<file path="src/common/cpu_defines.svh">
`ifndef CPU_DEFINES_SVH
`define CPU_DEFINES_SVH

// Datapath and address width
`define CPU_DBITS      32
`define CPU_REGNO_BITS 4
`define CPU_IMM_BITS   16

// Byte step between instructions
`define CPU_INST_SIZE  32'd4
`define CPU_START_PC   32'h0000_0100

`endif

</file>
<file path="src/common/cpu_pkg.sv">
`include "cpu_defines.svh"

package cpu_pkg;

    // Primary opcode, bits 31..26
    typedef enum logic [5:0] {
        OP1_ALUR = 6'b000000,
        OP1_BEQ  = 6'b001000,
        OP1_BLT  = 6'b001001,
        OP1_BLE  = 6'b001010,
        OP1_BNE  = 6'b001011,
        OP1_JAL  = 6'b001100,
        OP1_SW   = 6'b011010,
        OP1_ADDI = 6'b100000,
        OP1_ANDI = 6'b100100,
        OP1_ORI  = 6'b100101,
        OP1_XORI = 6'b100110
    } op1_e;

    // Secondary opcode for the ALUR group, bits 25..18
    typedef enum logic [7:0] {
        OP2_EQ   = 8'b00001000,
        OP2_LT   = 8'b00001001,
        OP2_LE   = 8'b00001010,
        OP2_NE   = 8'b00001011,
        OP2_ADD  = 8'b00100000,
        OP2_AND  = 8'b00100100,
        OP2_OR   = 8'b00100101,
        OP2_XOR  = 8'b00100110,
        OP2_SUB  = 8'b00101000,
        OP2_NAND = 8'b00101100,
        OP2_NOR  = 8'b00101101,
        OP2_NXOR = 8'b00101110,
        OP2_RSHF = 8'b00110000,
        OP2_LSHF = 8'b00110001
    } op2_e;

    typedef enum logic [1:0] {
        ALU_SRC_RT   = 2'b00,
        ALU_SRC_IMM  = 2'b01,
        ALU_SRC_IMM4 = 2'b10   // Immediate times 4
    } alu_src_e;

    typedef enum logic {
        WB_SRC_PC  = 1'b0,     // Link address for JAL
        WB_SRC_ALU = 1'b1
    } wb_src_e;

    typedef struct packed {
        logic     reg_we;
        logic     mem_we;
        logic     is_branch;
        logic     is_jal;
        alu_src_e alu_src;
        wb_src_e  wb_src;
    } ctrl_t;

    typedef struct packed {
        logic [`CPU_DBITS-1:0] inst;
        logic [`CPU_DBITS-1:0] link_pc;
    } fetch_t;

    typedef struct packed {
        logic                      valid;
        logic [`CPU_DBITS-1:0]     link_pc;
        op1_e                      op1;
        op2_e                      op2;
        logic [`CPU_DBITS-1:0]     rs_val;
        logic [`CPU_DBITS-1:0]     rt_val;
        logic [`CPU_DBITS-1:0]     imm;      // Already sign extended
        logic [`CPU_REGNO_BITS-1:0] dst;
        ctrl_t                     ctrl;
    } id_ex_t;

    typedef struct packed {
        logic                      valid;
        logic                      reg_we;
        logic                      mem_we;
        wb_src_e                   wb_src;
        logic [`CPU_REGNO_BITS-1:0] dst;
        logic [`CPU_DBITS-1:0]     alu;
        logic [`CPU_DBITS-1:0]     st_data;
        logic [`CPU_DBITS-1:0]     link_pc;
    } ex_res_t;

    typedef struct packed {
        logic                      we;
        logic [`CPU_REGNO_BITS-1:0] regno;
        logic [`CPU_DBITS-1:0]     data;
    } wb_t;

    typedef struct packed {
        logic                  strobe;
        logic [`CPU_DBITS-1:0] addr;
        logic [`CPU_DBITS-1:0] data;
    } store_t;

endpackage

</file>
<file path="src/design/fetch_unit.sv">
`timescale 1ns/1ps
`include "cpu_defines.svh"

module fetch_unit (
    input  logic                  clk,
    input  logic                  reset,
    input  logic                  stall,
    input  logic                  redirect,
    input  logic [`CPU_DBITS-1:0] target,
    output logic [`CPU_DBITS-1:0] imem_addr,
    input  logic [`CPU_DBITS-1:0] imem_data,
    output cpu_pkg::fetch_t       fetched,
    output logic                  fetched_valid
);

    logic [`CPU_DBITS-1:0] pc;
    logic [`CPU_DBITS-1:0] pc_plus;

    assign imem_addr = pc;   // ROM answers in the same cycle
    assign pc_plus   = pc + `CPU_INST_SIZE;

    // Redirect wins over stall, stall wins over advance
    always_ff @(posedge clk or posedge reset) begin
        if (reset) begin
            pc            <= `CPU_START_PC;
            fetched_valid <= 1'b0;
        end else if (redirect) begin
            pc            <= target;
            fetched_valid <= 1'b0;   // Flush the younger word
        end else if (!stall) begin
            pc            <= pc_plus;
            fetched_valid <= 1'b1;
        end
    end

    always_ff @(posedge clk) begin
        if (!redirect && !stall) begin
            fetched.inst    <= imem_data;
            fetched.link_pc <= pc_plus;
        end
    end

endmodule

</file>
<file path="src/decode/reg_file.sv">
`timescale 1ns/1ps
`include "cpu_defines.svh"

module reg_file (
    input  logic                       clk,
    input  logic                       reset,
    input  logic [`CPU_REGNO_BITS-1:0] rs_addr,
    input  logic [`CPU_REGNO_BITS-1:0] rt_addr,
    output logic [`CPU_DBITS-1:0]      rs_val,
    output logic [`CPU_DBITS-1:0]      rt_val,
    input  cpu_pkg::wb_t               wb
);

    localparam int REG_WORDS = 1 << `CPU_REGNO_BITS;

    logic [`CPU_DBITS-1:0] regs [REG_WORDS];

    // r0 is never written
    always_ff @(posedge clk or posedge reset) begin
        if (reset) begin
            for (int i = 0; i < REG_WORDS; i++) begin
                regs[i] <= '0;
            end
        end else if (wb.we && (wb.regno != '0)) begin
            regs[wb.regno] <= wb.data;
        end
    end

    // Write-through so decode sees the value in the write cycle
    function automatic logic [`CPU_DBITS-1:0] read_port(
        input logic [`CPU_REGNO_BITS-1:0] addr
    );
        if (addr == '0)
            return '0;
        else if (wb.we && (wb.regno == addr))
            return wb.data;
        else
            return regs[addr];
    endfunction

    always_comb rs_val = read_port(rs_addr);
    always_comb rt_val = read_port(rt_addr);

endmodule

</file>
<file path="src/decode/decode_stage.sv">
`timescale 1ns/1ps
`include "cpu_defines.svh"

module decode_stage (
    input  logic                       clk,
    input  logic                       reset,
    input  cpu_pkg::fetch_t            fetched,
    input  logic                       fetched_valid,
    input  logic                       redirect,
    input  logic [`CPU_REGNO_BITS-1:0] ex_dst,
    input  logic [`CPU_REGNO_BITS-1:0] res_dst,
    output logic [`CPU_REGNO_BITS-1:0] rs_addr,
    output logic [`CPU_REGNO_BITS-1:0] rt_addr,
    input  logic [`CPU_DBITS-1:0]      rs_val,
    input  logic [`CPU_DBITS-1:0]      rt_val,
    output logic                       stall,
    output cpu_pkg::id_ex_t            id_ex
);
    import cpu_pkg::*;

    op1_e                       op1;
    op2_e                       op2;
    logic [`CPU_IMM_BITS-1:0]   imm;
    logic [`CPU_DBITS-1:0]      imm_sxt;
    logic [`CPU_REGNO_BITS-1:0] rd;
    logic [`CPU_REGNO_BITS-1:0] rs;
    logic [`CPU_REGNO_BITS-1:0] rt;
    logic [`CPU_REGNO_BITS-1:0] dst;
    logic [`CPU_REGNO_BITS-1:0] id_dst;
    ctrl_t                      ctrl;
    logic                       uses_rt;
    logic                       rs_hit;
    logic                       rt_hit;

    // Instruction fields
    assign op1 = op1_e'(fetched.inst[31:26]);
    assign op2 = op2_e'(fetched.inst[25:18]);
    assign imm = fetched.inst[23:8];
    assign rd  = fetched.inst[11:8];
    assign rs  = fetched.inst[7:4];
    assign rt  = fetched.inst[3:0];

    assign imm_sxt = {{(`CPU_DBITS - `CPU_IMM_BITS){imm[`CPU_IMM_BITS-1]}}, imm};

    assign rs_addr = rs;
    assign rt_addr = rt;

    always_comb begin
        ctrl         = '0;
        ctrl.alu_src = ALU_SRC_IMM;
        ctrl.wb_src  = WB_SRC_ALU;
        uses_rt      = 1'b0;
        case (op1)
            OP1_ALUR: begin
                ctrl.reg_we  = 1'b1;
                ctrl.alu_src = ALU_SRC_RT;
                uses_rt      = 1'b1;
            end
            OP1_BEQ, OP1_BLT, OP1_BLE, OP1_BNE: begin
                ctrl.is_branch = 1'b1;
                ctrl.alu_src   = ALU_SRC_RT;
                uses_rt        = 1'b1;
            end
            OP1_JAL: begin
                ctrl.reg_we  = 1'b1;
                ctrl.is_jal  = 1'b1;
                ctrl.alu_src = ALU_SRC_IMM4;   // rs + imm*4 is the jump target
                ctrl.wb_src  = WB_SRC_PC;
            end
            OP1_SW: begin
                ctrl.mem_we = 1'b1;
                uses_rt     = 1'b1;             // rt holds the store data
            end
            OP1_ADDI, OP1_ANDI, OP1_ORI, OP1_XORI: ctrl.reg_we = 1'b1;
            default: ;                          // Unknown opcode acts as a nop
        endcase
    end

    assign dst = (op1 == OP1_ALUR) ? rd : rt;

    // Producers without a register write show up as r0, which never matches
    assign id_dst = id_ex.ctrl.reg_we ? id_ex.dst : '0;

    assign rs_hit = (rs != '0) && ((rs == id_dst) || (rs == ex_dst) || (rs == res_dst));
    assign rt_hit = uses_rt && (rt != '0) &&
                    ((rt == id_dst) || (rt == ex_dst) || (rt == res_dst));
    assign stall  = fetched_valid && (rs_hit || rt_hit);

    always_ff @(posedge clk or posedge reset) begin
        if (reset) begin
            id_ex <= '0;
        end else if (stall || redirect || !fetched_valid) begin
            id_ex <= '0;   // Bubble
        end else begin
            id_ex.valid   <= 1'b1;
            id_ex.link_pc <= fetched.link_pc;
            id_ex.op1     <= op1;
            id_ex.op2     <= op2;
            id_ex.rs_val  <= rs_val;
            id_ex.rt_val  <= rt_val;
            id_ex.imm     <= imm_sxt;
            id_ex.dst     <= dst;
            id_ex.ctrl    <= ctrl;
        end
    end

endmodule

</file>
<file path="src/execute/execute_stage.sv">
`timescale 1ns/1ps
`include "cpu_defines.svh"

module execute_stage (
    input  logic                       clk,
    input  logic                       reset,
    input  cpu_pkg::id_ex_t            id_ex,
    output logic                       redirect,
    output logic [`CPU_DBITS-1:0]      target,
    output cpu_pkg::ex_res_t           ex_res,
    output logic [`CPU_REGNO_BITS-1:0] ex_dst
);
    import cpu_pkg::*;

    localparam int DW = `CPU_DBITS;

    logic signed [DW-1:0] rs_s;
    logic signed [DW-1:0] rt_s;
    logic signed [DW-1:0] opnd;
    logic signed [DW-1:0] alu;
    logic [DW-1:0]        imm4;
    logic                 br_taken;

    assign rs_s = id_ex.rs_val;
    assign rt_s = id_ex.rt_val;
    assign imm4 = id_ex.imm << 2;

    always_comb begin
        case (id_ex.ctrl.alu_src)
            ALU_SRC_RT:   opnd = rt_s;
            ALU_SRC_IMM4: opnd = imm4;
            default:      opnd = id_ex.imm;
        endcase
    end

    // Comparisons are signed and yield 0 or 1
    always_comb begin
        alu = '0;
        case (id_ex.op1)
            OP1_ALUR: begin
                case (id_ex.op2)
                    OP2_EQ:   alu = {{(DW-1){1'b0}}, rs_s == opnd};
                    OP2_LT:   alu = {{(DW-1){1'b0}}, rs_s <  opnd};
                    OP2_LE:   alu = {{(DW-1){1'b0}}, rs_s <= opnd};
                    OP2_NE:   alu = {{(DW-1){1'b0}}, rs_s != opnd};
                    OP2_ADD:  alu = rs_s + opnd;
                    OP2_AND:  alu = rs_s & opnd;
                    OP2_OR:   alu = rs_s | opnd;
                    OP2_XOR:  alu = rs_s ^ opnd;
                    OP2_SUB:  alu = rs_s - opnd;
                    OP2_NAND: alu = ~(rs_s & opnd);
                    OP2_NOR:  alu = ~(rs_s | opnd);
                    OP2_NXOR: alu = ~(rs_s ^ opnd);
                    OP2_RSHF: alu = rs_s >>> opnd;   // Arithmetic
                    OP2_LSHF: alu = rs_s << opnd;
                    default:  alu = '0;
                endcase
            end
            OP1_ADDI, OP1_SW, OP1_JAL: alu = rs_s + opnd;   // SW address, JAL target
            OP1_ANDI: alu = rs_s & opnd;
            OP1_ORI:  alu = rs_s | opnd;
            OP1_XORI: alu = rs_s ^ opnd;
            default:  alu = '0;
        endcase
    end

    always_comb begin
        case (id_ex.op1)
            OP1_BEQ: br_taken = (rs_s == rt_s);
            OP1_BLT: br_taken = (rs_s <  rt_s);
            OP1_BLE: br_taken = (rs_s <= rt_s);
            OP1_BNE: br_taken = (rs_s != rt_s);
            default: br_taken = 1'b0;
        endcase
    end

    assign redirect = id_ex.valid && (id_ex.ctrl.is_jal || (id_ex.ctrl.is_branch && br_taken));
    assign target   = id_ex.ctrl.is_jal ? alu : id_ex.link_pc + imm4;

    always_ff @(posedge clk or posedge reset) begin
        if (reset) begin
            ex_res <= '0;
        end else if (redirect && !id_ex.ctrl.is_jal) begin
            ex_res <= '0;   // Taken branch leaves a bubble while JAL keeps its link write
        end else begin
            ex_res.valid   <= id_ex.valid;
            ex_res.reg_we  <= id_ex.ctrl.reg_we;
            ex_res.mem_we  <= id_ex.ctrl.mem_we;
            ex_res.wb_src  <= id_ex.ctrl.wb_src;
            ex_res.dst     <= id_ex.dst;
            ex_res.alu     <= alu;
            ex_res.st_data <= id_ex.rt_val;
            ex_res.link_pc <= id_ex.link_pc;
        end
    end

    // Seen by the decode interlock
    assign ex_dst = ex_res.reg_we ? ex_res.dst : '0;

endmodule

</file>
<file path="src/design/result_stage.sv">
`timescale 1ns/1ps
`include "cpu_defines.svh"

module result_stage (
    input  logic                       clk,
    input  logic                       reset,
    input  cpu_pkg::ex_res_t           ex_res,
    output cpu_pkg::store_t            store,
    output cpu_pkg::wb_t               wb,
    output logic [`CPU_REGNO_BITS-1:0] res_dst
);
    import cpu_pkg::*;

    // Store goes out while the SW sits in the execute latch
    assign store.strobe = ex_res.valid && ex_res.mem_we;
    assign store.addr   = ex_res.alu;
    assign store.data   = ex_res.st_data;

    always_ff @(posedge clk or posedge reset) begin
        if (reset) begin
            wb <= '0;
        end else begin
            wb.we    <= ex_res.valid && ex_res.reg_we;
            wb.regno <= ex_res.dst;
            wb.data  <= (ex_res.wb_src == WB_SRC_PC) ? ex_res.link_pc : ex_res.alu;
        end
    end

    // Last destination checked by the interlock
    assign res_dst = wb.we ? wb.regno : '0;

endmodule

</file>
<file path="src/design/cpu_top.sv">
`timescale 1ns/1ps
`include "cpu_defines.svh"

module cpu_top (
    input  logic                  clk,
    input  logic                  reset,
    output logic [`CPU_DBITS-1:0] imem_addr,
    input  logic [`CPU_DBITS-1:0] imem_data,
    output cpu_pkg::store_t       store
);
    import cpu_pkg::*;

    fetch_t                     fetched;
    logic                       fetched_valid;
    logic                       stall;
    logic                       redirect;
    logic [`CPU_DBITS-1:0]      target;
    logic [`CPU_REGNO_BITS-1:0] rs_addr;
    logic [`CPU_REGNO_BITS-1:0] rt_addr;
    logic [`CPU_DBITS-1:0]      rs_val;
    logic [`CPU_DBITS-1:0]      rt_val;
    id_ex_t                     id_ex;
    ex_res_t                    ex_res;
    logic [`CPU_REGNO_BITS-1:0] ex_dst;
    logic [`CPU_REGNO_BITS-1:0] res_dst;
    wb_t                        wb;

    fetch_unit u_fetch (
        .clk(clk), .reset(reset), .stall(stall), .redirect(redirect), .target(target),
        .imem_addr(imem_addr), .imem_data(imem_data),
        .fetched(fetched), .fetched_valid(fetched_valid)
    );

    decode_stage u_decode (
        .clk(clk), .reset(reset), .fetched(fetched), .fetched_valid(fetched_valid),
        .redirect(redirect), .ex_dst(ex_dst), .res_dst(res_dst),
        .rs_addr(rs_addr), .rt_addr(rt_addr), .rs_val(rs_val), .rt_val(rt_val),
        .stall(stall), .id_ex(id_ex)
    );

    reg_file u_regs (
        .clk(clk), .reset(reset), .rs_addr(rs_addr), .rt_addr(rt_addr),
        .rs_val(rs_val), .rt_val(rt_val), .wb(wb)
    );

    execute_stage u_execute (
        .clk(clk), .reset(reset), .id_ex(id_ex), .redirect(redirect), .target(target),
        .ex_res(ex_res), .ex_dst(ex_dst)
    );

    result_stage u_result (
        .clk(clk), .reset(reset), .ex_res(ex_res), .store(store), .wb(wb), .res_dst(res_dst)
    );

endmodule

</file>
<file path="config.mk">
export PLATFORM = sky130hd
export DESIGN_NAME = cpu_top
export DESIGN_NICKNAME = d
export VERILOG_FILES = /design/src/common/cpu_pkg.sv /design/src/design/fetch_unit.sv /design/src/decode/reg_file.sv /design/src/decode/decode_stage.sv /design/src/execute/execute_stage.sv /design/src/design/result_stage.sv /design/src/design/cpu_top.sv
export VERILOG_INCLUDE_DIRS = /design/src /design/src/common
export SDC_FILE = /design/constraint.sdc
export NUM_CORES = 2
export LEC_CHECK = 0
export CAP_MARGIN = 15
export CORE_MARGIN = 1
export CORE_UTILIZATION = 60
export CTS_CLUSTER_DIAMETER = 40
export CTS_CLUSTER_SIZE = 12
export DETAILED_ROUTE_END_ITERATION = 10
export DONT_BUFFER_PORTS = 1
export HOLD_SLACK_MARGIN = 0.15
export PLACE_DENSITY = 0.76
export SLEW_MARGIN = 25
export SYNTH_ARGS = -nofsm -noshare
export SYNTH_HDL_FRONTEND = slang
export SYNTH_HIERARCHICAL = 1
export SYNTH_SLANG_ARGS = --single-unit
</file>
<file path="constraint.sdc">
create_clock -name clk -period 18.63 [get_ports clk]
set_input_delay 0 -clock clk [delete_from_list [all_inputs] [get_ports clk]]
set_output_delay 0 -clock clk [all_outputs]
set_load 0.005 [all_outputs]
</file>
---- Word-level counts from Yosys, hierarchy flattened ----
Index checks and enable logic that the tools add are counted.
cells by class
  order comparisons ....................... 8
  eq/ne operators ......................... 48
  add/subtract/negate cells ............... 4
  bitwise operators ....................... 9
  mux-type cells .......................... 36
  shift operators ......................... 2
  reduce and logical (&&, ||, !) cells .... 39
operators with widths
  operator                                                          number
  512-bit bitwise mux                                               1
  32-bit one-hot mux with 14 select lines                           1
  32-bit two-way mux                                                13
  32-bit binary-select mux with 4-bit select                        2
  32-bit one-hot mux with 5 select lines                            1
  154-bit two-way mux                                               1
  32-bit demux with 4-bit select                                    1
  104-bit two-way mux                                               1
  32-bit NOT                                                        3
  8-bit by 6-bit == test with 1-bit output (second input constant)  10
  32-bit adder                                                      2
  32-bit == test                                                    2
  32-bit <= comparator                                              2
  32-bit < comparator                                               2
  32-bit inequality test                                            2
  32-bit one-hot mux with 2 select lines                            1
  6-bit by 4-bit == test with 1-bit output (second input constant)  10
  6-bit == test (second input constant)                             8
  32-bit by 3-bit adder with 32-bit output (second input constant)  1
  32-bit AND                                                        1
  4-bit == test                                                     8
  8-bit by 4-bit == test with 1-bit output (second input constant)  4
  32-bit OR                                                         1
  32-bit by 32-bit left shift with 32-bit output                    1
  24 further kinds                                                  67
word-level totals
  flip-flop bits (word level) ............. 904
  output and inout port bits .............. 97
  word-level logic and storage cells ...... 191

---- Depth between registers and ports, before layout ----
  depth in word-level cells ............... 10
  mapped depth ............................ 23

---- Hierarchy ----
The synthesis kept the hierarchy.
modules (own cells, without submodules)
  module         instances  cells an instance  area each (sq um)  seq. area each (sq um)
  reg_file       1          1,823              27,928.0           12,812.3
  execute_stage  1          2,521              17,788.3           2,602.5
  decode_stage   1          410                6,014.5            3,278.1
  fetch_unit     1          352                4,304.1            2,748.9
  result_stage   1          144                1,991.9            925.9

---- Worst setup path after synthesis ----
No wires, ideal clock.
  path kind ............................... register to register
  from .................................... register, netlist name u_decode/id_ex[76]
  to ...................................... register, netlist name u_fetch/fetched[0]
  setup slack ............................. 12.938 ns
  cell stages (with the launch flop) ...... 15
  buffers on the path ..................... 2
  arrival time ............................ 5.205 ns
  clock period less this slack ............ 5.692 ns
  cells stage by stage .................... dfrtp_1 ha_1 nor2b_1 o21a_1 o21ai_0 a211oi_1 a211oi_1 o21bai_1 mux2i_1 a31oi_1 a21o_1 a21oi_1 clkbuf_1 clkbuf_1 nor2_1
between the ends
  word-level cells in the longest chain between the ends .. 7
  elaborated cells on any way between the ends .. 10
  classes of those cells .................. order compare (2); eq/ne (2); mux (1); reduce/logical (5)
ends and longest elaborated chain
  element                                             line                 source
  32-bit <= comparator, or another cell as far along  execute_stage.sv:71  OP1_BLE: br_taken = (rs_s <= rt_s);
  1-bit one-hot mux with 4 select lines *             execute_stage.sv:68  case (id_ex.op1)
  1-bit logical AND *                                 execute_stage.sv:77  assign redirect = id_ex.valid && (id_ex.ctrl.is_jal || (id_ex.ctrl.is_branch && br_taken));
  1-bit logical OR *                                  execute_stage.sv:77
  1-bit logical AND *                                 execute_stage.sv:77
  named net redirect                                  cpu_top.sv:16        logic redirect;
  1-bit logical NOT *                                 fetch_unit.sv:37     if (!redirect && !stall) begin
  1-bit logical AND *                                 fetch_unit.sv:37
Mark *: on every way through the listed nets, which the timed path passes. The rest lies on a longest branch.
A chain may end at the register's enable or synchronous reset.

---- Worst setup path in the final report ----
  from .................................... register, netlist name u_decode/id_ex[1]
  to ...................................... register u_fetch.pc[24], in the netlist u_fetch/imem_addr[24]
between the ends
  word-level cells in the longest chain between the ends .. 8
  elaborated cells on any way between the ends .. 17
  classes of those cells .................. add/sub (2); eq/ne (1); shift (2); mux (5); bitwise (6); reduce/logical (1)
ends and longest elaborated chain
  element                                                                    line                 source
  2-bit == test or 2-bit logical NOT (tied branches)                         execute_stage.sv:29  case (id_ex.ctrl.alu_src)
  32-bit one-hot mux with 2 select lines *                                   execute_stage.sv:29
  parallel branches: the longest is 3 deep, another holds 32-bit subtractor  -
  32-bit one-hot mux with 5 select lines *                                   execute_stage.sv:39  case (id_ex.op1)
  32-bit two-way mux *                                                       execute_stage.sv:78  assign target = id_ex.ctrl.is_jal ? alu : id_ex.link_pc + imm4;
  named net target[24]                                                       cpu_top.sv:17        logic [`CPU_DBITS-1:0] target;
  32-bit two-way mux *                                                       fetch_unit.sv:27     end else if (redirect) begin
  to (signal assigned)                                                       fetch_unit.sv:25     pc <= `CPU_START_PC;
  to (signal assigned)                                                       fetch_unit.sv:28     pc <= target;
  to (signal assigned)                                                       fetch_unit.sv:31     pc <= pc_plus;
  to (decl)                                                                  fetch_unit.sv:16     logic [`CPU_DBITS-1:0] pc;
Mark *: on every way through the listed nets, which the timed path passes.

==> results.yml <==
worst_hold_path:
  hold_class: "reg -> reg"
synth:
  synthCells: 5250
  synthTopCellsByArea: "dfrtp_1, mux4_2, mux2_2"
  async_flop_share: 0.927
  synth_ff_type: "dfrtp_1"
  syn_avg_cell_area_um2: 11.1
  synth_area_um2: 58000
  synth_top_area_share: 0.352
  ys_seq_area_frac: 0.385
  yosys_warnings: 6
  synth_seq_cells: 881
  synth.distinct_cells: 102
  synth_edf_count: 64
  synth_fp_nets: 5435
  synth_top_cell_by_area: "dfrtp_1"
placed_design:
  hpwl_um: 152000
  gp_congestion: 1.08
  pre_cts_slack_ps: 12610
  io_buffers: 0
floorplanning:
  die-height_um: 313
  design.core.area_um2: 95400
  initial_core_util: 0.608
  fp-row-count: 113
  die_area_um2: 98000
  pin_count: 131
  die_w_um: 313
critical_path:
  arrival_ps: 6870
  cp.required_ps: 19250
  critPathMostFrequentCell: "buf_4"
  end_kind: "flip-flop"
  crit_path_top_delay_cell: "a2111oi_1"
  startpoint_type: "flip-flop"
  worstPathCellList: "buf_4, or3b_2, buf_4, nand2_1, buf_4, ha_1, inv_1, fa_1, nor2b_1, o31ai_1, a2111oi_1, a211o_1, a21oi_1, o211ai_1, a211o_1, nand3_1, a221o_1, mux2_2, nand2_1, nand3_1"
  path_class: "reg -> reg"
  crit_path_max_incr_delay_ps: 830
  path_max_fanout: 46
clock_network:
  cts.repair.resized: 0
  clock_sinks: 881
  cts_buffers: 117
  insertion_delay_ps: 740
  path_clk_slew_ps: 60
  post-cts-setup-buffers: 0
  cts_tree: "yes"
  cts_hold_buffers: 67
  clockBufferDepth: 3
  cts_root_buffer: "clkbuf_16"
  htreeDepth: 3
sta:
  whs_ps: 383
  tightest_slew_ps: 1220
  fmax_mhz: 160
  final_hold_viol_count: 0
  period_needed_ps: 6250
  setup_ws_ps: 12380
  grt_setup_unrepaired: "no"
  min_period_over_period: 0.335
  setup_violations: 0
  final_max_slew_viol_count: 0
  tns_ps: 0
  max_slew_margin: 0.180
  skew_ps: 44.0
power_and_ir_drop:
  power_frac_clock: 0.214
  netSwitchingFraction: 0.471
  power.share.sequential: 0.287
  power.density_nw_per_um2: 172
  p_int_w: 0.00569
  switchingPower_w: 0.00507
  ir_worst_vdd_mv: 0.180
  leakage_nw: 28.2
  p_comb_frac: 0.499
global_route:
  grt_max_degree: 169
  grt_pass1_vias: 45900
  grt.overflow.total: 0
  grt_usage: 0.450
  antenna_found_initial: 14
  grt_pass1_wl_um: 321000
run:
  drv_cap: 0
detailed_routing:
  viasPerCell: 7.27
  drt-initial-drc-count: 5974
  drt-pass1-iter-count: 7
  drc: 0
  wirelength_um: 222000
  vias: 46300
  routedWlPerCell_um: 34.8
  final_antenna_net_count: 0
run_status:
  outcome: "finished, final reports clean"
layout:
  layout.nets: 5186
  diodes: 0
  drive_gt1_frac: 0.246
  areaGrowthSynthToFinish_pct: 7.61
[critical path, delay by kind of cell, from the launching register on]
family | cells | cell delay [ps]
compound gates | 7 | 2560
fa+ha+maj | 2 | 770
mux | 1 | 280
buf+inv | 4 | 940
simple gates | 6 | 1150
flops | 1 | 380
[synthesized netlist by cell type, types with 58 or more instances]
cell type and n:
o21ai_0 194, dfrtp_1 816, xnor2_1 100, nor2b_1 58
mux2_1 106, mux2i_1 227, mux4_2 259, nand3_1 173
mux2_2 416, inv_1 169, buf_4 117, clkbuf_1 237
edfxtp_1 64, nor3_1 70, nand2_1 268, a21oi_1 236
nor2_1 266, nor3b_2 113, buf_2 129, ha_1 149
[through the flow]
step	total power [W]	utilization	cell area, um2	instances
CTS	0.0106	0.654	62400	6366
global route	0.0111	0.654	62400	6366
global placement	0.00817	0.604	57700	6080
finish	0.0108	0.654	62400	6366
floorplan	0.00661	-	58000	5250
detailed placement	0.00822	0.604	57700	6080
[power by group through the flow]
stage / Sequential (W) / Combinational, W / Clock [W]
2_1_floorplan: 0.00273 / 0.00389 / 0
3_3_place_gp: 0.00305 / 0.00512 / 0
3_5_place_dp: 0.00307 / 0.00515 / 0
4_1_cts: 0.00305 / 0.00520 / 0.00232
5_1_grt: 0.00313 / 0.00560 / 0.00240
6_report: 0.00309 / 0.00538 / 0.00231
[state kept, by name, summed over array words and instances, names as in the netlist]
signal,cells
u_result/wb,37
u_fetch/fetched,64
u_regs/regs,512
u_decode/id_ex,131
u_execute/ex_res,104
u_fetch/fetched_valid,1
u_fetch/imem_addr,32
[metal layers]
metal	share of wire	vias up	GRT usage
li1	-	19000	-
met1	0.38	23600	0.597
met2	0.45	2945	0.682
met3	0.11	695	0.118
met4	0.062	12	0.234
met5	0.00030	-	0
[cells in the final DEF (no fill, tap or decap), types with 31 or more instances in the layout]
master,n
dfrtp_1,810
mux2_2,416
nand2_1,267
mux4_2,259
nor2_1,252
a21oi_1,235
mux2i_1,227
o21ai_0,193
nand3_1,172
inv_1,164
ha_1,149
buf_4,132
clkbuf_16,120
nor3b_2,114
mux2_1,106
xnor2_1,100
nor3_1,67
dlygate4sd3_1,66
edfxtp_1,64
nor2b_1,57
a21o_1,57
a31oi_1,56
nand2b_1,51
a211oi_1,49
xor2_1,46
o211ai_1,46
nand4_1,44
o22ai_1,38
nand3b_1,35
nor4_1,34
a22o_1,34
a32o_1,31
[cell families after synthesis]
kind of cell	Yosys count	synth area share
and+or+nand+nor	1263	0.125
muxes	1038	0.249
AOI/OAI and AO/OA	1029	0.120
DFF	881	0.385
buffers and inverters	741	0.0659
adders and majority gates	152	0.0330
xor gates and xnor gates	146	0.0220
[path summary, 6_finish.rpt]
path / start / end / slack (ps) / depth (start not counted)
max: u_decode/id_ex[1]$_DFF_PP0_ / u_fetch/imem_addr[24]$_DFFE_PP0N_ / 12380 / 20
min: u_execute/ex_res[96]$_DFF_PP0_ / u_result/wb[32]$_DFF_PP0_ / 380 / 0
max reg2reg: u_decode/id_ex[1]$_DFF_PP0_ / u_fetch/imem_addr[24]$_DFFE_PP0N_ / 12380 / 20
min reg2reg: u_execute/ex_res[96]$_DFF_PP0_ / u_result/wb[32]$_DFF_PP0_ / 380 / 0
max in group asynchronous: reset / u_regs/regs[338]$_DFFE_PP0P_ / 15900 / 5
min in group asynchronous: reset / u_regs/regs[224]$_DFFE_PP0P_ / 620 / 3
[layout make-up]
cell class	instances	area, um2
clock buffers	146	3220
clock inverters	73	842
fillers	7129	33000
inverters	173	664
multi-input cells	3628	32100
flip-flops and latches	881	22400
well taps	1265	1580
repair buffers	200	1690
Power figures use the tool's default switching activity.
